$ cat config.mk
export PLATFORM = sky130hd
export DESIGN_NAME = ls_align
export DESIGN_NICKNAME = d
export VERILOG_FILES = /design/src/logic/lsu_pkg.sv /design/src/logic/ls_align.sv
export SDC_FILE = /design/constraint.sdc
export NUM_CORES = 1
export LEC_CHECK = 0
export BUFFER_PORTS_ARGS = -buffer_cell sky130_fd_sc_hd__buf_2
export CORE_MARGIN = 4
export CORE_UTILIZATION = 35
export DETAILED_ROUTE_END_ITERATION = 8
export PLACE_DENSITY = 0.75
export SETUP_SLACK_MARGIN = 0.05
export SLEW_MARGIN = 5
export SYNTH_ARGS = -nofsm -noshare
export SYNTH_HDL_FRONTEND = slang
export SYNTH_SLANG_ARGS = --single-unit
$ cat constraint.sdc
create_clock -name vclk -period 2.2
set_input_delay 0.22 -clock vclk [all_inputs]
set_output_delay 0.22 -clock vclk [all_outputs]
set_load 0.01 [all_outputs]
$ cat src/logic/lsu_pkg.sv
package lsu_pkg;

  localparam int XLEN     = 32;
  localparam int ADDR_W   = 12;
  localparam int WORDS    = 1024;
  localparam int WADDR_W  = $clog2(WORDS);  // Word address into data_ram
  localparam int MASK_W   = 4;
  localparam int FCOUNT_W = 16;

  // Load codes; the first three double as SB, SH, SW on stores
  localparam logic [2:0] F3_LB  = 3'b000;
  localparam logic [2:0] F3_LH  = 3'b001;
  localparam logic [2:0] F3_LW  = 3'b010;
  localparam logic [2:0] F3_LBU = 3'b100;
  localparam logic [2:0] F3_LHU = 3'b101;

  localparam logic [1:0] REG_CTRL   = 2'd0;  // Bit 0 is write protect
  localparam logic [1:0] REG_FCOUNT = 2'd1;  // Saturating fault count
  localparam logic [1:0] REG_FADDR  = 2'd2;  // Last fault address

endpackage

$ cat src/logic/ls_align.sv
`timescale 1ns/100ps

module ls_align (
  input  logic [2:0]                 st_funct3,
  input  logic [1:0]                 st_offset,
  input  logic [lsu_pkg::XLEN-1:0]   st_data,
  output logic [lsu_pkg::XLEN-1:0]   st_lanes,
  output logic [lsu_pkg::MASK_W-1:0] st_mask,
  input  logic [2:0]                 ld_funct3,
  input  logic [1:0]                 ld_offset,
  input  logic [lsu_pkg::XLEN-1:0]   ld_word,
  output logic [lsu_pkg::XLEN-1:0]   ld_data
);

  logic [7:0]  ld_byte;
  logic [15:0] ld_half;

  // Store side
  always_comb begin
    st_lanes = st_data;
    st_mask  = '0;  // Illegal codes write nothing
    case (st_funct3)
      lsu_pkg::F3_LB: begin
        case (st_offset)
          2'b00: begin
            st_lanes = {24'h0, st_data[7:0]};
            st_mask  = 4'b0001;
          end
          2'b01: begin
            st_lanes = {16'h0, st_data[7:0], 8'h0};
            st_mask  = 4'b0010;
          end
          2'b10: begin
            st_lanes = {8'h0, st_data[7:0], 16'h0};
            st_mask  = 4'b0100;
          end
          default: begin
            st_lanes = {st_data[7:0], 24'h0};
            st_mask  = 4'b1000;
          end
        endcase
      end
      lsu_pkg::F3_LH: begin
        if (st_offset[1]) begin
          st_lanes = {st_data[15:0], 16'h0};
          st_mask  = 4'b1100;
        end else begin
          st_lanes = {16'h0, st_data[15:0]};
          st_mask  = 4'b0011;
        end
      end
      lsu_pkg::F3_LW: begin
        st_lanes = st_data;
        st_mask  = 4'b1111;
      end
      default: ;
    endcase
  end

  // Load side, lane select first
  always_comb begin
    case (ld_offset)
      2'b00:   ld_byte = ld_word[7:0];
      2'b01:   ld_byte = ld_word[15:8];
      2'b10:   ld_byte = ld_word[23:16];
      default: ld_byte = ld_word[31:24];
    endcase
    ld_half = ld_offset[1] ? ld_word[31:16] : ld_word[15:0];
  end

  always_comb begin
    case (ld_funct3)
      lsu_pkg::F3_LB:  ld_data = {{24{ld_byte[7]}}, ld_byte};
      lsu_pkg::F3_LH:  ld_data = {{16{ld_half[15]}}, ld_half};
      lsu_pkg::F3_LW:  ld_data = ld_word;
      lsu_pkg::F3_LBU: ld_data = {24'h0, ld_byte};
      lsu_pkg::F3_LHU: ld_data = {16'h0, ld_half};
      default:         ld_data = '0;
    endcase
  end

endmodule

Word-level counts from Yosys, hierarchy flattened --
Index checks and enable logic that the tools add are counted.
Word-level totals: input bits 74, logic and storage cells 23, bits in registers 0
Cells by class: reduce and logical (&&, ||, !) cells 4, muxes and demuxes 9, equal/unequal tests 10
Operator list (number):
- 32-bit one-hot mux with 5 select lines | 1
- 32-bit one-hot mux with 3 select lines | 1
- 32-bit one-hot mux with 2 select lines | 1
- 32-bit 2-to-1 mux | 1
- 4-bit one-hot mux with 3 select lines | 2
- 8-bit one-hot mux with 3 select lines | 1
- 16-bit 2-to-1 mux | 1
- 3-bit by 1-bit == test with 1-bit output (second input constant) | 2
- 3-bit by 2-bit == test with 1-bit output (second input constant) | 2
- 3-bit == test (second input constant) | 2
- 3-bit zero test | 2
- 2-bit by 1-bit == test with 1-bit output (second input constant) | 2
- 2-bit == test (second input constant) | 2
- 2-bit zero test | 2
- 4-bit 2-to-1 mux | 1

Logic depth before layout (Yosys ltp) --
word-level depth 3, depth in mapped cells 5, gate-level depth less buffers 3

Least setup slack after synthesis --
Ideal clock, no wire load.
path kind input -> output, from in ld_funct3[1], to out ld_data[26] (netlist name), setup slack 760 ps, arrival 1220 ps, stages 5, cell sequence buf_2 > nor2b_1 > buf_2 > a22oi_1 > a211oi_1
On the way: longest elaborated chain between the ends 2, elaborated cells between the ends (all ways) 6, classes of those cells eq/ne: 4; mux: 1; reduce/logical: 1
Ends and longest elaborated chain:
- start, declared | RTL line ls_align.sv:9 | input logic [2:0] ld_funct3,
- 3-bit == test (tied with other cells) | RTL line ls_align.sv:72 | case (ld_funct3)
- 32-bit one-hot mux with 5 select lines (*) | RTL line ls_align.sv:72
- end, declared | RTL line ls_align.sv:12 | output logic [lsu_pkg::XLEN-1:0] ld_data
Mark *: on every way between the ends. The rest lies on a longest branch, timed or not.

Worst setup path after layout --
from in ld_funct3[1], to out ld_data[11] (netlist name)
Same word-level chain as after synthesis.

==> impl_metrics.csv <==
group,metric,value,unit
logic_synthesis,synthesis.area,1660,sq um
final_layout,nFlopsAndLatches,0,
min_path,holdPathEnd,"st_lanes[19]",
timing,rsz0062_at_grt,"no",
critical_path,startpoint_type,"input pin",
route,first_pass_iters,4,
timing,setup_viol,0,
final_layout,area_growth,41.7,%
final_layout,layout-drive-gt1-share,52.0,%
power_and_ir_drop,peakVddDrop,0.000112,V
timing,fin_tns_setup,0,ns
logic_synthesis,synth_compound_area_share,47.6,%
critical_path,path_class,"input pin to output port",
placed_design,dp_hpwl,5180,microns
timing,hold-worst-slack,0.746,ns
clocking,ctsHoldBuffers,0,
critical_path,crit_required,1.98,ns
route,via_count,2362,
power_and_ir_drop,power,0.000552,W
final_layout,multi_input_area,1500,sq um
floorplan,die_w,77.0,microns
final_layout,antenna-diode-count,0,
route,drt_iter0_markers,167,
logic_synthesis,synth_simple_gate_area_share,20.9,%
final_layout,layout_commonest_cell,"buf_2",
route,wl_per_cell,16.3,microns
logic_synthesis,synth_warnings,0,
placed_design,post-place-cells,398,
timing,max_slew_margin,48.4,%
logic_synthesis,synth_top_family_by_area,"compound AO/OA/AOI/OAI gates",
placed_design,port_buffers,142,
critical_path,arrival,1.56,ns
route,vias_per_cell,5.93,
floorplan,io_pins,142,
route,wl,6470,microns
global_route,grt_use_met3,4.10,%
logic_synthesis,synthMuxAreaShare,21.4,%
floorplan,die_area,5920,sq um
run,cap_violations,0,
floorplan,start_util,37.2,%
status,status,"finished, final reports clean",
logic_synthesis,ys_types,38,
timing,period_needed,1.78,ns
critical_path,worstPathMaxFanout,17,
route,antenna_left,0,
timing,post-route-period-util,81.0,%
logic_synthesis,synthAdderAreaFrac,0,%
timing,hold_viol_final,0,
global_route,antenna_found_initial,0,
global_route,grt_pass1_vias,2253,
clocking,cts.repair.resized,0,
global_route,grt-ovfl-total,0,
final_layout,seq_area,0,sq um
placed_design,place.gp.congestion,0.875,
logic_synthesis,syn_area_per_cell,7.46,sq um
global_route,use_met2,36.9,%
final_layout,final_cell_mix,"buf_2 (142), a22oi_1 (35), nand2_1 (25), o21ai_0 (20), mux2_2 (15)",
global_route,grt_max_degree,32,
min_path,min_path_cells,3,
final_layout,instances_no_fill,398,
global_route,use_met1,25.0,%
min_path,hp-class,"input pin to output port",
power_and_ir_drop,p_leak,1.20,nW
floorplan,dieHeight,77.0,microns
timing,worst_pin_slew,0.774,ns
final_layout,n_clock_buffer,0,
logic_synthesis,synth_fp_nets,297,
min_path,min_from,"st_data[19]",
floorplan,fp.coreArea,4470,sq um
final_layout,nNetsFinal,422,
placed_design,place_area,2360,sq um
logic_synthesis,seq_area_frac_synth,0,%
timing,max_freq,561,MHz
critical_path,cp-end-kind,"output port",
final_layout,fill_cells,452,
global_route,grt_pass1_wl,10500,microns
final_layout,fin_area,2360,sq um
clocking,cts_setup_buffers,0,
floorplan,row_count,24,
global_route,grt_usage,20.2,%
route,drc,0,
power_and_ir_drop,power_density,234,nW/um^2
logic_synthesis,synth_xor_area_share,0,%
timing,slew_viol_final,0,
global_route,top_usage_layer,"met2",
logic_synthesis,netlist_instances,223,
-- synthesized netlist by cell type --
cell	number	area [sq um]
a221o_1	8	80.1
mux4_1	3	78.8
a21oi_1	4	20.0
clkbuf_1	7	26.3
or2_1	1	6.26
buf_1	2	7.51
mux4_2	3	67.6
nand2_1	25	93.8
a22o_1	8	70.1
a22oi_1	35	263
a21boi_4	1	18.8
a21o_1	1	7.51
and2_1	8	50.1
mux2i_1	1	10.0
mux2_2	15	169
nor2_1	4	15.0
nor3b_1	1	7.51
a211oi_2	5	62.6
or2_2	1	6.26
o21a_1	1	7.51
buf_6	5	56.3
o211ai_1	3	22.5
o21bai_1	1	7.51
o31ai_1	1	7.51
buf_4	1	7.51
a2bb2oi_1	1	8.76
nand2b_1	1	6.26
a22oi_4	1	21.3
a31oi_1	1	6.26
o22ai_1	1	6.26
and3_1	10	62.6
o21ai_0	20	100
nor2b_1	14	87.6
inv_1	3	11.3
nor3b_2	1	12.5
mux2_4	2	30.0
buf_2	12	60.1
a211oi_1	11	82.6
-- worst max-delay path, cell delays in order --
cell and delay (ns):
buf_2 0.27, buf_4 0.25, nor3b_1 0.19, buf_4 0.22
a22oi_1 0.11, o21ai_0 0.12, buf_2 0.18
-- metrics by stage --
stage               utilization (%)  setup WS (ns)
global route                   52.7          0.320
finish                         52.7          0.418
floorplan                         -          0.760
global placement               52.7          0.460
detailed placement             52.7          0.435
CTS                            52.7          0.428
-- logic make-up (layout without fill, tap and decap cells) --
family,after synthesis,count (layout)
compound gates,103,103
buf+inv,30,153
simple gates,66,66
mux,24,24
-- worst max path at each step --
stage	start	endpoint	slack [ns]	cells after the start
5_1_grt	ld_funct3[1]	ld_data[12]	0.32	7
3_3_place_gp	ld_offset[1]	ld_data[19]	0.46	5
4_1_cts	ld_offset[1]	ld_data[18]	0.43	5
3_5_place_dp	ld_offset[1]	ld_data[18]	0.44	5
6_report	ld_funct3[1]	ld_data[11]	0.42	7
2_1_floorplan	ld_funct3[1]	ld_data[26]	0.76	5
-- power breakdown --
group / switching [W] / internal, W
combinational: 0.000296 / 0.000256
clock: 0 / 0
sequential: 0 / 0
total: 0.000296 / 0.000256
-- routing by layer --
metal | share of wire (%) | vias to the layer above
met5 | 0 | -
met4 | 0.22 | 0
met3 | 10 | 2
met2 | 48 | 142
met1 | 41 | 1088
li1 | - | 1130
-- layout make-up --
| type | count | share of cell area (%) |
|---|---|---|
| inverters | 3 | 0.478 |
| multi-input cells | 193 | 63.5 |
| repair buffers | 150 | 33.2 |
| well taps | 52 | 2.76 |
(Power assumes the default switching activity.)
