File: config.mk
export PLATFORM = sky130hd
export DESIGN_NAME = lsu_ctrl
export DESIGN_NICKNAME = d
export VERILOG_FILES = /design/src/logic/lsu_pkg.sv /design/src/logic/lsu_ctrl.sv
export SDC_FILE = /design/constraint.sdc
export NUM_CORES = 1
export LEC_CHECK = 0
export BUFFER_PORTS_ARGS = -buffer_cell sky130_fd_sc_hd__buf_4
export CAP_MARGIN = 20
export CELL_PAD_IN_SITES_DETAIL_PLACEMENT = 1
export CELL_PAD_IN_SITES_GLOBAL_PLACEMENT = 2
export CORE_ASPECT_RATIO = 1.1
export CORE_UTILIZATION = 10
export CTS_BUF_LIST = sky130_fd_sc_hd__clkbuf_16
export DETAILED_ROUTE_END_ITERATION = 7
export HOLD_SLACK_MARGIN = 0.06
export PLACE_DENSITY = 0.95
export SYNTH_ARGS = -nofsm -noshare
export SYNTH_HDL_FRONTEND = slang
export SYNTH_SLANG_ARGS = --single-unit
File: constraint.sdc
create_clock -name clk -period 1.7 [get_ports clk]
set_clock_uncertainty 0.15 [all_clocks]
set_input_delay 0.17 -clock clk [delete_from_list [all_inputs] [get_ports clk]]
set_output_delay 0.17 -clock clk [all_outputs]
set_load 0.05 [all_outputs]
File: src/logic/lsu_pkg.sv
package lsu_pkg;

  localparam int XLEN     = 32;
  localparam int ADDR_W   = 12;
  localparam int WORDS    = 1024;
  localparam int WADDR_W  = $clog2(WORDS);  // Word address into data_ram
  localparam int MASK_W   = 4;
  localparam int FCOUNT_W = 16;

  // Load codes; the first three double as SB, SH, SW on stores
  localparam logic [2:0] F3_LB  = 3'b000;
  localparam logic [2:0] F3_LH  = 3'b001;
  localparam logic [2:0] F3_LW  = 3'b010;
  localparam logic [2:0] F3_LBU = 3'b100;
  localparam logic [2:0] F3_LHU = 3'b101;

  localparam logic [1:0] REG_CTRL   = 2'd0;  // Bit 0 is write protect
  localparam logic [1:0] REG_FCOUNT = 2'd1;  // Saturating fault count
  localparam logic [1:0] REG_FADDR  = 2'd2;  // Last fault address

endpackage

File: src/logic/lsu_ctrl.sv
`timescale 1ns/100ps

module lsu_ctrl (
  input  logic                        clk,
  input  logic                        reset,
  input  logic                        req,
  input  logic                        req_we,
  input  logic [2:0]                  req_funct3,
  input  logic [lsu_pkg::ADDR_W-1:0]  req_addr,
  input  logic [lsu_pkg::XLEN-1:0]    req_wdata,
  input  logic [lsu_pkg::XLEN-1:0]    st_lanes,
  input  logic [lsu_pkg::MASK_W-1:0]  st_mask,
  input  logic [lsu_pkg::XLEN-1:0]    ld_data,
  input  logic                        wprot,
  output logic [2:0]                  st_funct3,
  output logic [1:0]                  st_offset,
  output logic [lsu_pkg::XLEN-1:0]    st_data,
  output logic                        ram_en,
  output logic [lsu_pkg::MASK_W-1:0]  ram_be,
  output logic [lsu_pkg::WADDR_W-1:0] ram_addr,
  output logic [lsu_pkg::XLEN-1:0]    ram_wdata,
  output logic [2:0]                  ld_funct3,
  output logic [1:0]                  ld_offset,
  output logic                        rsp_valid,
  output logic                        rsp_fault,
  output logic                        rsp_denied,
  output logic [lsu_pkg::XLEN-1:0]    rsp_rdata,
  output logic                        fault_pulse,
  output logic [lsu_pkg::ADDR_W-1:0]  fault_addr
);

  logic illegal;
  logic misaligned;
  logic fault;
  logic denied;
  logic accept;
  logic load_q;

  assign st_funct3 = req_funct3;
  assign st_offset = req_addr[1:0];
  assign st_data   = req_wdata;

  always_comb begin
    case (req_funct3)
      lsu_pkg::F3_LB, lsu_pkg::F3_LH, lsu_pkg::F3_LW: illegal = 1'b0;
      lsu_pkg::F3_LBU, lsu_pkg::F3_LHU:               illegal = req_we;  // No unsigned stores
      default:                                        illegal = 1'b1;
    endcase
    case (req_funct3[1:0])
      2'b01:   misaligned = req_addr[0];
      2'b10:   misaligned = |req_addr[1:0];
      default: misaligned = 1'b0;
    endcase
  end

  assign fault  = req && (illegal || misaligned);
  assign denied = req && req_we && !fault && wprot;
  assign accept = req && !fault && !denied;

  assign ram_en    = accept;
  assign ram_be    = (accept && req_we) ? st_mask : '0;
  assign ram_addr  = req_addr[lsu_pkg::ADDR_W-1:2];
  assign ram_wdata = st_lanes;

  assign fault_pulse = fault;
  assign fault_addr  = req_addr;

  always_ff @(posedge clk) begin
    if (reset) begin
      rsp_valid  <= 1'b0;
      rsp_fault  <= 1'b0;
      rsp_denied <= 1'b0;
      load_q     <= 1'b0;
    end else begin
      rsp_valid  <= req;
      rsp_fault  <= fault;
      rsp_denied <= denied;
      load_q     <= accept && !req_we;
    end
  end

  // Lane info for the load side, one cycle behind the request
  always_ff @(posedge clk) begin
    ld_funct3 <= req_funct3;
    ld_offset <= req_addr[1:0];
  end

  assign rsp_rdata = load_q ? ld_data : '0;

  assert property (@(posedge clk) disable iff (reset)
    (ram_be != '0) |-> req && req_we && !wprot)
    else $error("lsu_ctrl: RAM write without an accepted store");

  // A legal store always gets at least one lane from the aligner
  assert property (@(posedge clk) disable iff (reset)
    accept && req_we |-> st_mask != '0)
    else $error("lsu_ctrl: empty mask for store code %0h", req_funct3);

  assert property (@(posedge clk) disable iff (reset) req |=> rsp_valid)
    else $error("lsu_ctrl: missing response");

  assert property (@(posedge clk) disable iff (reset) rsp_valid |-> $past(req))
    else $error("lsu_ctrl: response without request");

endmodule

# After elaboration in Yosys (flattened, before gate mapping)
# Cells that the tools add are included.
[op_classes] n_reduce_logical=16 n_mux=4 n_eq_ne=6
[op_table] cell="2-to-1 mux 32 bit" n=1
[op_table] cell="logical AND 1 bit" n=8
[op_table] cell="== test 3 bit, second input constant" n=2
[op_table] cell="2-to-1 mux 4 bit" n=1
[op_table] cell="case mux 1 bit (2 select lines)" n=2
[op_table] cell="OR reduction 2 bit" n=2
[op_table] cell="== test 3 x 1 -> 1 bit, second input constant" n=1
[op_table] cell="== test 3 x 2 -> 1 bit, second input constant" n=1
[op_table] cell="zero test 1 bit" n=3
[op_table] cell="zero test 3 bit" n=1
[op_table] cell="OR reduction 3 bit" n=1
[op_table] cell="== test 2 x 1 -> 1 bit, second input constant" n=1
[op_table] cell="== test 2 bit, second input constant" n=1
[op_table] cell="logical OR 1 bit" n=1
[totals] reg_bits=9

# Logic depth before layout (Yosys ltp)
[depth] word_depth=12 mapped_depth=5 depth_no_buf=5

# Worst setup path after synthesis
# No wires, ideal clock.
[synth_path] kind="in2out" start="in req_funct3[0]" end="out ram_be[0] in the netlist's numbering" path_buffers=0 t_required_ns=1.380 slack_ns=-0.620 t_arrival_ns=2.000 stages=5 path_cell_list="inv_1 > ha_1 > a32oi_2 > nand2_1 > nor3_1"
[synth_between] elab_chain_cells=12 elab_cells_between_ends=21 classes_between="eq/ne: 6; mux: 3; reduce/logical: 12"
[synth_rtl] element="from (decl)" line="lsu_ctrl.sv:8" source="input logic [2:0] req_funct3,"
[synth_rtl] element="== test 3 x 1 -> 1 bit (tied with other cells)" line="lsu_ctrl.sv:44" source="case (req_funct3)"
[synth_rtl] element="OR reduction 3 bit / OR reduction 2 bit (equally long branches)" line="lsu_ctrl.sv:44"
[synth_rtl] element="case mux 1 bit (2 select lines)" line="lsu_ctrl.sv:44"
[synth_rtl] element="logical OR 1 bit (*)" line="lsu_ctrl.sv:56" source="assign fault = req && (illegal || misaligned);"
[synth_rtl] element="logical AND 1 bit (*)" line="lsu_ctrl.sv:56"
[synth_rtl] element="zero test 1 bit (*)" line="lsu_ctrl.sv:57, lsu_ctrl.sv:58"
[synth_rtl] element="logical AND 1 bit (2 in a row)" line="lsu_ctrl.sv:57" source="assign denied = req && req_we && !fault && wprot;"
[synth_rtl] element="zero test 1 bit" line="lsu_ctrl.sv:58" source="assign accept = req && !fault && !denied;"
[synth_rtl] element="logical AND 1 bit (*)" line="lsu_ctrl.sv:58"
[synth_rtl] element="logical AND 1 bit (*)" line="lsu_ctrl.sv:61" source="assign ram_be = (accept && req_we) ? st_mask : '0;"
[synth_rtl] element="2-to-1 mux 4 bit (*)" line="lsu_ctrl.sv:61"
[synth_rtl] element="to (decl)" line="lsu_ctrl.sv:19" source="output logic [lsu_pkg::MASK_W-1:0] ram_be,"
# Mark *: on every way between the ends. The rest lies on a longest branch, timed or not.

# Final worst setup path
[layout_path] start="in req_funct3[0]" end="out fault_pulse"
[layout_between] elab_chain_cells=5 elab_cells_between_ends=13 classes_between="eq/ne: 6; mux: 2; reduce/logical: 5"
[layout_rtl] element="== test 3 x 1 -> 1 bit (tied with other cells)" line="lsu_ctrl.sv:44"
[layout_rtl] element="OR reduction 3 bit / OR reduction 2 bit (equally long branches)" line="lsu_ctrl.sv:44"
[layout_rtl] element="case mux 1 bit (2 select lines)" line="lsu_ctrl.sv:44"
[layout_rtl] element="logical OR 1 bit (*)" line="lsu_ctrl.sv:56"
[layout_rtl] element="logical AND 1 bit (*)" line="lsu_ctrl.sv:56"
[layout_rtl] element="to (decl)" line="lsu_ctrl.sv:28" source="output logic fault_pulse,"
# Marked as above.

==> run metrics <==
Die Footprint=0.01333 mm^2; Synth Area in Compound Gates=0.03984; row count=43; layout cells sized above 1=0.6878; most frequent cells in the layout=buf_4, and2_1, dfxtp_1, dlygate4sd3_1, nor3_4; final wirelength=3940 um; critical path class=input port to primary output; diodes inserted=0; HP Class=input port to flop; Num CTS Buffers=3; drt wl/cell=11.39 um; core outline area=0.01259 mm^2; syn_nets=286; max_cap viols=0; hold-critical path endpoint=rsp_denied; crit path DAT=1370 ps; DRC violations left=0; mux share of post-synthesis cell area=0; commonest non-fill, non-tap cell in the layout=buf_4; Hold Path Cell Cnt=3; initial core utilization=0.1023; Syn Inst Count=163; fin crit period=1689 ps; final hold vios=0; Post-Synth Adder-Cell Area=0.02915; CP Max Fanout=3; IO Port Bufs=98; largest family of logic cells by synthesized area=buffers and inverters; GPL Wtd Cong=0.6598; die height=121.0 um; Slew HR=0.7146; final layout net count=313; Core Util, Final=0.1535; Max IR drop VDD=471.9 uV; clock net sink count=9; endpoints failing setup=0; Distinct cells, synth=19; fillers=1470; CTS tree=yes; Via-to-Cell Ratio=3.110; gr usage total=0.05233; GRT busiest layer=met2; Hold Crit Start=wprot; met3 Usage GRT=0.01719; Synth Area in Simple Gates=0.2430; clock slew at reported path FFs=40 ps; Final Cycle Share=0.9933; Slew Viols, Final=0; IO Count=257; power density cells=544.1 mW/mm^2; CTS HTree Levels=1; Remaining Overflow, GRT=0; Static Leakage=0.9130 nW; placed cell area=0.001632 mm^2; area delta synth->final=50.15%; largest net degree at the start of global routing=33; WP data required=1380 ps; Synth Register Bits=9; Syn Area/Cell=7.899 um^2; worst setup margin=11.42 ps; Iter 0 DRT Violations=4; Root Driver=clkbuf_16; nature of the critical path endpoint=primary output; area share of the largest cell type after synthesis=0.5306; Post-Synth XOR/XNOR Area=0; vias=1076; sequential fraction of the synthesis area=0.1399; Slew @ Worst Pin=426.7 ps; Worst setup SP type=input port; met1 Use GR=0.03978; RSZ-0062 raised after global routing=yes; Antenna Nets Post-Route=0; Longest Clk Path Bufs=2; fin area=0.001933 mm^2; vias in the first global route=1099; Netlist Area Pre-Place=0.001287 mm^2; status=complete, no violations; met2 Use GR=0.1082; initial antenna violation count=0; HPWL after DPL=3070 um; yosys warns=0; first drt pass iteration count=3; chip width=110.2 um; first-pass GRT wire length=5313 um; Synth area leader=buf_4; ranking of synthesized cells by area=buf_4, and2_1, dfxtp_1, ha_1, nand4b_1; dpl ws=-154.2 ps; fmax=592.2 MHz
state kept, by name (all words and copies together), names as in the netlist:
register,cells
ld_offset,2
rsp_valid,1
ld_funct3,3
rsp_fault,1
rsp_denied,1
load_q,1
Yosys cell counts:
library cell  number
buf_4             91
and2_1            32
dfxtp_1            9
nor3_1             6
nand4b_1           4
clkbuf_1           3
ha_1               3
inv_1              3
nand2_1            2
a32oi_2            1
and2_2             1
and3_1             1
nand2b_1           1
nor2_1             1
nor2b_1            1
nor3_2             1
o211ai_1           1
o311a_2            1
o311ai_2           1
power breakdown:
group | total (mW) | internal, mW | switching (mW)
clock network | 0.402 | 0.307 | 0.0955
logic | 0.423 | 0.193 | 0.230
registers | 0.227 | 0.222 | 0.00431
total | 1.05 | 0.722 | 0.329
how the worst max path moves through the flow:
| stage | to | startpoint |
|---|---|---|
| detailed placement | ram_be[3] | req_funct3[0] |
| global placement | ram_be[0] | req_funct3[0] |
| floorplan | ram_be[0] | req_funct3[0] |
| CTS | ram_en | req_funct3[0] |
| finish | fault_pulse | req_funct3[0] |
| global route | fault_pulse | req_funct3[0] |
final cells by class:
cell class / instances / area, um^2 / area share
inverter: 3 / 21.27 / 0.01100
timing repair buffer: 116 / 930.9 / 0.4816
sequential: 9 / 180.2 / 0.09320
tap: 157 / 196.4 / 0.1016
clock inverter: 1 / 3.754 / 0.001942
multi-input combinational: 57 / 525.5 / 0.2718
clock buffer: 3 / 75.07 / 0.03884
routing by layer:
layer | share of wire | routed length [um]
met4 | 0.031 | 124
met2 | 0.55 | 2160
met3 | 0.14 | 538
met1 | 0.28 | 1117
met5 | 0 | 0
logic make-up after synthesis:
kind of cell / Yosys count
buffers and inverters: 97
AND/OR/NAND/NOR: 50
flip-flops: 9
AO/OA/AOI/OAI: 4
adder cells (fa/ha/maj): 3
per-stage QoR:
stage                     hold WS, ps  setup TNS [ps]  power (mW)  std cells
after floorplan                 47.72               0      0.9608        163
after global placement          155.7          -495.6      0.5816        331
after detailed placement        160.7          -862.1      0.5891        331
after CTS                       105.3          -56.64       1.054        343
after global routing            129.5          -98.36       1.102        346
final                           112.0               0       1.052        346
timing repair:
action                                  4_1_cts  5_1_grt
resized for setup                            22        6
pin swaps                                     4        4
endpoints found under the hold margin         6        0
endpoints found under the setup margin        6        6
buffers inserted                              2        3
hold buffers                                  6        0
critical path: stages:
cell and delay [ps]:
buf_8 110, inv_6 50, ha_4 200, a32oi_4 260, buf_4 160, o311ai_4 90
and2_4 180, buf_8 140
No activity file was read; power rests on OpenSTA's default activity.
