File: config.mk
export PLATFORM = sky130hd
export DESIGN_NAME = lsu_regs
export DESIGN_NICKNAME = d
export VERILOG_FILES = /design/src/logic/lsu_pkg.sv /design/src/logic/lsu_regs.sv
export SDC_FILE = /design/constraint.sdc
export NUM_CORES = 1
export LEC_CHECK = 0
export BUFFER_PORTS_ARGS = -buffer_cell sky130_fd_sc_hd__buf_2
export CAP_MARGIN = 20
export CORE_UTILIZATION = 45
export CTS_BUF_LIST = sky130_fd_sc_hd__clkbuf_4 sky130_fd_sc_hd__clkbuf_8
export CTS_CLUSTER_DIAMETER = 30
export CTS_CLUSTER_SIZE = 12
export DETAILED_ROUTE_END_ITERATION = 12
export PLACE_DENSITY = 0.78
export SYNTH_ARGS = -nofsm -noshare
export SYNTH_HDL_FRONTEND = slang
export SYNTH_SLANG_ARGS = --single-unit
File: constraint.sdc
create_clock -name clk -period 1.8 [get_ports clk]
set_input_delay 0.18 -clock clk [delete_from_list [all_inputs] [get_ports clk]]
set_output_delay 0.18 -clock clk [all_outputs]
set_load 0.02 [all_outputs]
File: src/logic/lsu_pkg.sv
package lsu_pkg;

  localparam int XLEN     = 32;
  localparam int ADDR_W   = 12;
  localparam int WORDS    = 1024;
  localparam int WADDR_W  = $clog2(WORDS);  // Word address into data_ram
  localparam int MASK_W   = 4;
  localparam int FCOUNT_W = 16;

  // Load codes; the first three double as SB, SH, SW on stores
  localparam logic [2:0] F3_LB  = 3'b000;
  localparam logic [2:0] F3_LH  = 3'b001;
  localparam logic [2:0] F3_LW  = 3'b010;
  localparam logic [2:0] F3_LBU = 3'b100;
  localparam logic [2:0] F3_LHU = 3'b101;

  localparam logic [1:0] REG_CTRL   = 2'd0;  // Bit 0 is write protect
  localparam logic [1:0] REG_FCOUNT = 2'd1;  // Saturating fault count
  localparam logic [1:0] REG_FADDR  = 2'd2;  // Last fault address

endpackage

File: src/logic/lsu_regs.sv
`timescale 1ns/100ps

module lsu_regs (
  input  logic                       clk,
  input  logic                       reset,
  input  logic                       cfg_we,
  input  logic [1:0]                 cfg_addr,
  input  logic [lsu_pkg::XLEN-1:0]   cfg_wdata,
  input  logic                       fault_pulse,
  input  logic [lsu_pkg::ADDR_W-1:0] fault_addr,
  output logic [lsu_pkg::XLEN-1:0]   cfg_rdata,
  output logic                       wprot
);

  logic [lsu_pkg::FCOUNT_W-1:0] fcount;
  logic [lsu_pkg::ADDR_W-1:0]   faddr;

  always_ff @(posedge clk) begin
    if (reset) begin
      wprot  <= 1'b0;
      fcount <= '0;
      faddr  <= '0;
    end else begin
      if (cfg_we && cfg_addr == lsu_pkg::REG_CTRL)
        wprot <= cfg_wdata[0];
      // Clear wins over a fault in the same cycle
      if (cfg_we && cfg_addr == lsu_pkg::REG_FCOUNT)
        fcount <= '0;
      else if (fault_pulse && fcount != '1)
        fcount <= fcount + 1'b1;
      if (fault_pulse)
        faddr <= fault_addr;
    end
  end

  always_comb begin
    case (cfg_addr)
      lsu_pkg::REG_CTRL:   cfg_rdata = {{(lsu_pkg::XLEN-1){1'b0}}, wprot};
      lsu_pkg::REG_FCOUNT: cfg_rdata = {{(lsu_pkg::XLEN-lsu_pkg::FCOUNT_W){1'b0}}, fcount};
      lsu_pkg::REG_FADDR:  cfg_rdata = {{(lsu_pkg::XLEN-lsu_pkg::ADDR_W){1'b0}}, faddr};
      default:             cfg_rdata = '0;  // Unmapped
    endcase
  end

endmodule

; ---- Word-level counts from Yosys, hierarchy flattened
; Cells that the tools add are included.
[word_totals]
regBits = 29
out_inout_bits = 33
wordCells = 13
[classes]
reduce_logical = 5
eq_ne = 3
addsub = 1
muxes = 1
[op_table]
columns = op, count
row1 = $pmux 16 s3, 1
row2 = $add 16x1->16 const B, 1
row3 = $ne 16x16->1 const B, 1
row4 = $logic_and 1x1->1, 3
row5 = $eq 2x1->1 const B, 1
row6 = $eq 2x2->1 const B, 1
row7 = $logic_not 2->1, 1
row8 = $reduce_or 2->1, 1

; ---- Logic depth before layout (Yosys ltp)
; Gate-level depths: netlist (run 1).
[logic_depth]
ltp_word = 3
mapped_depth = 6
ltp_nobuf = 5

; ---- Least setup slack after synthesis (run 1)
; No wires, ideal clock.
[synth_path]
kind = reg-to-reg
start = register fcount[0] in the netlist's numbering
end = register fcount[0] in the netlist's numbering
synth_period_minus_slack_ns = 1.648
setup_ns = 0.114
arrival_time_ns = 1.534
setup_slack_ns = 0.152
stages_incl_launch_ff = 7
path_cell_list = dfxtp_1 -> ha_1 -> nand3_2 -> o41ai_4 -> buf_6 -> xor2_1 -> nor2_1
[synth_via]
elab_chain_cells = 2
word_cells_on_any_way = 3
[synth_lines]
columns = item, line_no
row1 = "start, declared", lsu_regs.sv:15  ; logic [lsu_pkg::FCOUNT_W-1:0] fcount;
row2 = "start signal, assigned", lsu_regs.sv:30  ; fcount <= fcount + 1'b1;
row3 = branches (longest 2 deep; another with $add 16x1->16), n/a
; Parallel ways; which one is timed is not known.
; A chain may end at the register's enable or synchronous reset.

; ---- Worst setup path after layout (run 1)
[layout_path]
start = register fcount[12] in the netlist's numbering
end = register fcount[0] in the netlist's numbering
[layout_via]
elab_chain_cells = 2
[layout_lines]
columns = item, line_no
row1 = $ne 16x16->1, lsu_regs.sv:29  ; else if (fault_pulse && fcount != '1)
row2 = $logic_and 1x1->1, lsu_regs.sv:29
; No other way between the ends.

==> flow_metrics.tcl, run 1 <==
set metrics [dict create \
    seq_area_frac_synth_pct 35.97 \
    synthTopCellsByCount "29 x dfxtp_1, 20 x nor2_1, 16 x buf_4" \
    gp_congestion 0.8428 \
    cts_buffers 5 \
    power_density_mw_per_mm2 752.0 \
    fmax_ghz 0.5936 \
    cts_root_buf "clkbuf_4" \
    hpwlAfterDp_um 2473 \
    power_switching_uw 360.8 \
    cpPeakStageDelay_ns 0.46 \
    drv_slew 0 \
    initial_core_util_pct 47.62 \
    crit_family "compound AO/OA/AOI/OAI gates" \
    rsz0062_at_grt "no" \
    syn_area_per_cell_sq_um 8.868 \
    grt-ovfl-total 0 \
    hp-class "primary input to flop" \
    die_w_um 61.89 \
    worstPathArrival_ns 1.92 \
    finalCriticalPeriod_ns 1.685 \
    post-route-period-util_pct 93.60 \
    p_int_mw 1.071 \
    coreArea_sq_mm 0.003390 \
    numPortBuffers 35 \
    drv_cap 0 \
    first_pass_iters 5 \
    area_growth_pct 17.98 \
    grt_pass1_vias 1226 \
    synth_area_leaders "dfxtp_1 36%, mux2i_1 8.1%, buf_4 7.4%" \
    yosysWarnings 0 \
    clk_pin_slew_ns 0.10 \
    antenna_left 0 \
    skew_ns 0.009541 \
    fin_util_pct 56.18 \
    finalHoldViolCount 0 \
    holdPathStages 3 \
    async_flop_share_pct 0 \
    run_status "finished, final reports clean" \
    setup_viol 0 \
    synthDistinctLibCells 43 \
    slowest_stage "o41ai_4" \
    clk_latency_ns 0.34 \
    post-route-cell-area_sq_mm 0.001904 \
    syn_inst 182 \
    cp-end-kind "flop" \
    synth_edf_count 0 \
    yosysMostFrequentCell "dfxtp_1" \
    synth_area_leader_cell "dfxtp_1" \
    vias 1436 \
    path_class "flop to flop" \
    die_area_sq_mm 0.003830 \
    syn-cell-area_sq_mm 0.001614 \
    fin_ws_ns 0.1153 \
    ff2ff_path_depth 5 \
    grt_start_max_net_pins 16 \
    ir_worst_vdd_mv 0.4961 \
    worstPathRequired_ns 2.04 \
    wire_per_inst_um 12.30 \
    cts_sinks 29 \
    drt-total-wl_um 3357 \
    clock_power_share_pct 40.9 \
    path_buf_inv 1 \
    cts_tree "yes" \
    antennaDiodeCount 0 \
    synth_top_area_share_pct 35.97 \
    cp.depth 5 \
    dieHeight_um 61.89 \
    htree_levels 2 \
    worstSetupStartpointType "flop" \
    seq_power_share_pct 47.1 \
    p_leak_nw 0.8502 \
    ys.flop_type "dfxtp_1" \
    ios 83 \
    critPathMaxFanout 14 \
    row_count 21 \
    antenna_found_initial 0 \
    placed_area_sq_mm 0.001808 \
    drc 0 \
    ys_ff_latch 29 \
    grt_usage_pct 20.02 \
    drtIter0Drc 36 \
    grt_pass1_wl_um 5506 \
    final_nets 277 \
    worstPathCellList "nand4_1 > o41ai_4 > buf_6 > xor2_1 > nor2_1" \
    drive_above_1_share_pct 31.28 \
    combPwrFrac_pct 12.0 \
    via_per_inst 5.260 \
    netSwitchingFraction_pct 25.20 \
    dp_slack_ns -0.0005870 \
    cts_buffer_depth 2 \
]
[cell families after synthesis]
family          share of synthesized area (%)
flops                                   35.97
simple gates                            22.56
buf+inv                                 12.17
mux                                     8.062
other cells                            0.2323
xor+xnor                               0.5427
fa+ha+maj                              0.7751
compound gates                          19.69
[what timing repair did]
action	in CTS	in global routing
gates cloned	0	0
setup buffers	0	0
endpoints found under the setup margin	2	8
pin swaps	0	1
gates resized for setup	1	2
hold buffers	0	0
[metal layers]
metal | track usage, % | vias up | routed length (um)
met5 | 0 | - | 0
met4 | 7.619 | 0 | 44
met3 | 7.246 | 7 | 211
met2 | 31.18 | 55 | 1578
met1 | 25.35 | 654 | 1522
li1 | - | 720 | -
[per-stage QoR]
stage               hold slack (ns)  instances    TNS [ns]  power [mW]
floorplan                    0.2491        197           0      0.8349
global placement             0.4117        265           0      0.8554
detailed placement           0.4206        265  -0.0005870      0.8591
CTS                         0.06812        273           0       1.437
global route                0.06187        273           0       1.493
finish                      0.06744        273           0       1.432
[worst min-delay path, cell delays in order]
cell,delay (ns)
buf_2,0.07
mux2i_1,0.05
nor2_1,0.07
[worst paths after layout]
check                  from        end  slack (ns)
max              fcount[12]  fcount[0]        0.12
min          fault_addr[11]  faddr[11]        0.07
max reg2reg      fcount[12]  fcount[0]        0.12
min reg2reg           wprot      wprot        0.48
[state kept, by name, summed over array words and instances, names as in the netlist]
register	flops
fcount	16
faddr	12
wprot	1
[power groups by stage]
stage | clock network, mW | logic [mW] | registers (mW)
after floorplan | 0 | 0.147 | 0.688
after CTS | 0.591 | 0.172 | 0.674
after global routing | 0.627 | 0.190 | 0.677
after global placement | 0 | 0.168 | 0.688
final | 0.586 | 0.172 | 0.674
after detailed placement | 0 | 0.170 | 0.689
[layout by cell type (no fill, tap or decap), types with 2 or more instances in the layout]
cell type	instances
nand3_1	8
clkbuf_4	6
a21oi_2	4
and4_2	3
mux2i_1	13
or3_1	5
nor2_1	20
buf_4	11
a22o_1	10
and3_1	3
o21ai_0	3
nand2_1	8
buf_2	35
or4_1	2
dfxtp_1	28
conb_1	16
nor2b_1	2
nand4_1	5
a21oi_1	7
inv_1	3
and2_1	4
o21ai_1	7
[cell type report]
cell class | instances | area (sq um)
flip-flops and latches | 29 | 581.8
inverters | 3 | 11.26
well taps | 46 | 57.56
repair buffers | 47 | 269.0
fillers | 327 | 1485
clock buffers | 7 | 58.81
clock inverters | 1 | 30.03
multi-input cells | 140 | 895.9
No activity file was read; power rests on OpenSTA's default activity.
==> run 2, diff against run 1 <==
--- a/config.mk
+++ b/config.mk
@@ -13,6 +13,7 @@
 export CTS_CLUSTER_SIZE = 12
 export DETAILED_ROUTE_END_ITERATION = 12
 export PLACE_DENSITY = 0.78
+export RECOVER_POWER = 25
 export SYNTH_ARGS = -nofsm -noshare
 export SYNTH_HDL_FRONTEND = slang
 export SYNTH_SLANG_ARGS = --single-unit
==> run 2 against run 1 <==
Highest routed layer unchanged. First-iteration DRC count unchanged. Largest cell class unchanged. Worst setup slack about the same. Design area decreased by 0.20%. Sequential share of layout area increased by 0.060 points. Critical path type unchanged. Via count about the same. Clock-buffer cell count unchanged.
==> flow_metrics.tcl, run 2 (synthesized netlist as in run 1, its figures left out) <==
set metrics [dict create \
    cts_root_buf "clkbuf_4" \
    grt_pass1_wl_um 5506 \
    worstSetupStartpointType "flop" \
    initial_core_util_pct 47.62 \
    area_growth_pct 17.75 \
    die_w_um 61.89 \
    worstPathRequired_ns 2.04 \
    layoutNonFillerInstCount 273 \
    hp-start "fault_addr[11]" \
    largest_reg_flops 16 \
    numPortBuffers 35 \
    cts_sinks 29 \
    place_inst 265 \
    dp_slack_ns -0.0005870 \
    layout_common_cells "35 x buf_2, 28 x dfxtp_1, 20 x nor2_1" \
    post-route-cell-area_sq_mm 0.001901 \
    first_pass_iters 5 \
    drc 0 \
    ios 83 \
    finalHoldViolCount 0 \
    fin_ws_ns 0.1152 \
    top_regs "fcount x16, faddr x12, wprot x1" \
    coreArea_sq_mm 0.003390 \
    critPathMaxFanout 14 \
    post-route-period-util_pct 93.60 \
    wire_per_inst_um 12.37 \
    htree_levels 2 \
    hpwlAfterDp_um 2473 \
    row_count 21 \
    hp-class "primary input to flop" \
    antenna_left 0 \
    ff2ff_path_depth 5 \
    r2r_setup_slack_ns 0.12 \
    skew_ns 0.01011 \
    fmax_ghz 0.5936 \
    grt_start_max_net_pins 16 \
    reg2reg_from "fcount[12]" \
    power_density_mw_per_mm2 753.1 \
    final_nets 277 \
    antenna_found_initial 0 \
    ir_worst_vdd_mv 0.4963 \
    rr_endpoint "fcount[0]" \
    hold_end "faddr[11]" \
    rsz0062_at_grt "no" \
    drv_slew 0 \
    clk_pin_slew_ns 0.10 \
    holdPathStages 3 \
    placed_area_sq_mm 0.001808 \
    crit_start "fcount[12]" \
    clk_latency_ns 0.34 \
    antennaDiodeCount 0 \
    worstPathArrival_ns 1.92 \
    gp_congestion 0.8428 \
    cp-end-kind "flop" \
    top_register "fcount" \
    die_area_sq_mm 0.003830 \
    setup_viol 0 \
    grt_pass1_vias 1226 \
    path_class "flop to flop" \
    grt-ovfl-total 0 \
    final_common_cell "buf_2" \
    via_per_inst 5.264 \
    dieHeight_um 61.89 \
    finalCriticalPeriod_ns 1.685 \
    drive_above_1_share_pct 30.84 \
    power_mw 1.431 \
    max_slew_margin_pct 43.25 \
    cts_buffer_depth 2 \
    fin_util_pct 56.07 \
    cts_tree "yes" \
    vias 1437 \
    cts_buffers 5 \
    drv_cap 0 \
    p_leak_nw 0.8466 \
    grt_usage_pct 20.02 \
    fin_tns_setup_ns 0 \
    run_status "finished, final reports clean" \
    timing.hold.ws_ns 0.06839 \
    post_cts_buffers 0 \
    drt-total-wl_um 3376 \
    drtIter0Drc 36 \
    worstMarginPinSlew_ns 0.8513 \
]
## run 2: cell type report
type                       instances  area, sq um
clock buffer                       7        58.81
clock inverter                     1        30.03
fill                             326         1489
inverter                           3        11.26
multi-input combinational        140        895.9
sequential                        29        581.8
tap                               46        57.56
timing repair buffer              47        265.3
## run 2: worst max-delay path, stage by stage, from the launching register on
cell,delay [ns]
dfxtp_1,0.43
nand4_1,0.28
o41ai_4,0.46
buf_6,0.21
xor2_1,0.15
nor2_1,0.05
## run 2: timing repair
| action | CTS | global route |
|---|---|---|
| hold buffers | 0 | 0 |
| setup endpoints to repair | 2 | 8 |
| pin swaps | 0 | 1 |
| resized for setup | 1 | 2 |
## run 2: report_power, final
| part | switching, mW | internal, mW |
|---|---|---|
| Combinational | 0.110 | 0.0619 |
| Clock | 0.239 | 0.347 |
| Sequential | 0.0118 | 0.662 |
## run 2: metal layers
metal / part of all wire, % / wire length (um) / global-route usage, % / vias up
li1: - / - / - / 720
met1: 45 / 1533 / 25.35 / 655
met2: 47 / 1586 / 31.18 / 55
met3: 6.3 / 211 / 7.246 / 7
met4: 1.3 / 44 / 7.619 / 0
met5: 0 / 0 / 0 / -
## run 2: worst max-delay path by stage
stage	end	slack, ns	cells past startpoint
2_1_floorplan	fcount[0]	0.15	6
3_3_place_gp	fcount[0]	0.05	6
3_5_place_dp	fcount[0]	-0.0006	6
4_1_cts	fcount[0]	0.02	6
5_1_grt	fcount[4]	0.04	5
6_report	fcount[0]	0.12	5
==> run 3, diff against run 2 <==
--- a/config.mk
+++ b/config.mk
@@ -7,6 +7,7 @@
 export LEC_CHECK = 0
 export BUFFER_PORTS_ARGS = -buffer_cell sky130_fd_sc_hd__buf_2
 export CAP_MARGIN = 20
+export CORE_MARGIN = 2
 export CORE_UTILIZATION = 45
 export CTS_BUF_LIST = sky130_fd_sc_hd__clkbuf_4 sky130_fd_sc_hd__clkbuf_8
 export CTS_CLUSTER_DIAMETER = 30
==> constraint.sdc (replaced) <==
create_clock -name clk -period 1.6 [get_ports clk]
set_input_delay 0.16 -clock clk [delete_from_list [all_inputs] [get_ports clk]]
set_output_delay 0.16 -clock clk [all_outputs]
set_load 0.02 [all_outputs]
==> run 3 against run 2 <==
Cell count increased by 5.9%. Worst setup slack got worse by 0.024 ns. Sequential share of layout area decreased by 1.7 points. Register-to-register slack got worse by 0.02 ns. Clock-buffer cell count decreased by 1. Combinational power increased by 22%. Total power decreased by 1.2%. Critical path type unchanged. Fmax increased by 12%. First-iteration DRC count decreased by 47%. Wire length increased by 3.0%.
==> flow_metrics.tcl, run 3 (synthesized netlist as in run 1, its figures left out) <==
set metrics [dict create \
    drtIter0Drc 19 \
    ir_worst_vdd_mv 0.6695 \
    final_common_cell "buf_2" \
    clk_pin_slew_ns 0.10 \
    finalCriticalPeriod_ns 1.509 \
    grt_pass1_wl_um 6030 \
    setup_viol 0 \
    drive_above_1_share_pct 36.63 \
    drc 0 \
    top_register "fcount" \
    drv_cap 0 \
    layoutNonFillerInstCount 289 \
    cts_tree "yes" \
    p_leak_nw 0.9262 \
    post_cts_buffers 0 \
    rsz0062_at_grt "yes" \
    antenna_left 0 \
    drv_slew 0 \
    first_pass_iters 4 \
    gp_congestion 0.8963 \
    grt_start_max_net_pins 16 \
    initial_core_util_pct 47.62 \
    antennaDiodeCount 0 \
    skew_ns 0.01101 \
    hpwlAfterDp_um 2676 \
    cts_root_buf "clkbuf_4" \
    worstPathRequired_ns 1.83 \
    row_count 21 \
    clk_latency_ns 0.33 \
    critPathMaxFanout 9 \
    htree_levels 2 \
    drt-total-wl_um 3477 \
    vias 1500 \
    place_inst 281 \
    dieHeight_um 63.89 \
    worstSetupStartpointType "flop" \
    layout_common_cells "35 x buf_2, 28 x dfxtp_1, 28 x buf_4" \
    die_w_um 63.89 \
    power_mw 1.414 \
    coreArea_sq_mm 0.003390 \
    cp-end-kind "flop" \
    path_class "flop to flop" \
    fin_util_pct 59.36 \
    via_per_inst 5.190 \
    final_nets 293 \
    cts_sinks 29 \
    power_density_mw_per_mm2 702.8 \
    top_regs "fcount x16, faddr x12, wprot x1" \
    grt_usage_pct 18.79 \
    post-route-period-util_pct 94.29 \
    largest_reg_flops 16 \
    antenna_found_initial 0 \
    fmax_ghz 0.6628 \
    numPortBuffers 35 \
    die_area_sq_mm 0.004082 \
    ios 83 \
    cts_buffers 5 \
    wire_per_inst_um 12.03 \
    run_status "finished, final reports clean" \
    area_growth_pct 24.65 \
    finalHoldViolCount 0 \
    grt-ovfl-total 0 \
    hp-class "primary input to flop" \
    cts_buffer_depth 2 \
    worstPathArrival_ns 1.74 \
    grt_pass1_vias 1412 \
]
[run 3: cell count changes in the layout (fill, tap and decap cells not counted), moves of 2 or more]
| cell | delta |
|---|---|
| buf_4 | +18 |
| and4_4 | +2 |
| clkinv_2 | +2 |
| and4_2 | -2 |
[run 3: layout make-up]
type,instances,area [sq um]
fillers,295,1378
multi-input cells,140,920.9
flip-flops and latches,29,581.8
repair buffers,63,385.4
well taps,46,57.56
clock buffers,6,45.04
inverters,3,11.26
clock inverters,2,10.01
[run 3: report_power, final]
part	leakage [nW]	internal [mW]	switching [mW]
Combinational	0.654	0.0828	0.126
Clock	0.0354	0.184	0.263
Sequential	0.237	0.745	0.0128
Total	0.926	1.01	0.402
[run 3: final timing paths]
check	from	end	slack [ns]	cells past startpoint
max reg2reg	fcount[1]	fcount[3]	0.09	6
min reg2reg	wprot	wprot	0.49	2
max	fcount[1]	fcount[3]	0.09	6
min	fault_addr[9]	faddr[9]	0.06	3
[run 3: stage by stage]
stage          hold WS (ns)  worst slack, ns  cell area (sq um)   TNS, ns
2_1_floorplan        0.2291          0.06884               1670         0
3_3_place_gp         0.3917          0.01684               1928         0
3_5_place_dp         0.4027         -0.02815               1928  -0.04119
4_1_cts             0.05748          0.01847               1991         0
5_1_grt             0.05546         -0.01153               2012  -0.01153
6_report            0.05752          0.09136               2012         0
[run 3: worst max-delay path, stage by stage (launching register included)]
cell and delay (ns):
dfxtp_1 0.37, ha_2 0.22, nand3_2 0.14, o41ai_4 0.28, buf_4 0.22, or3_1 0.13
a21oi_2 0.05
[run 3: timing repair]
action / CTS / global route
setup endpoints to repair: 2 / 11
endpoints found under the hold margin: 0 / 0
pin swaps: 0 / 0
gates resized for setup: 1 / 7
hold buffers: 0 / 0
[run 3: per-layer routing]
layer	track usage [%]	wire [um]	share of wire, %
met1	23.38	1613	46
met2	30.60	1592	46
met3	4.930	211	6.1
met4	7.880	60	1.7
met5	0	0	0
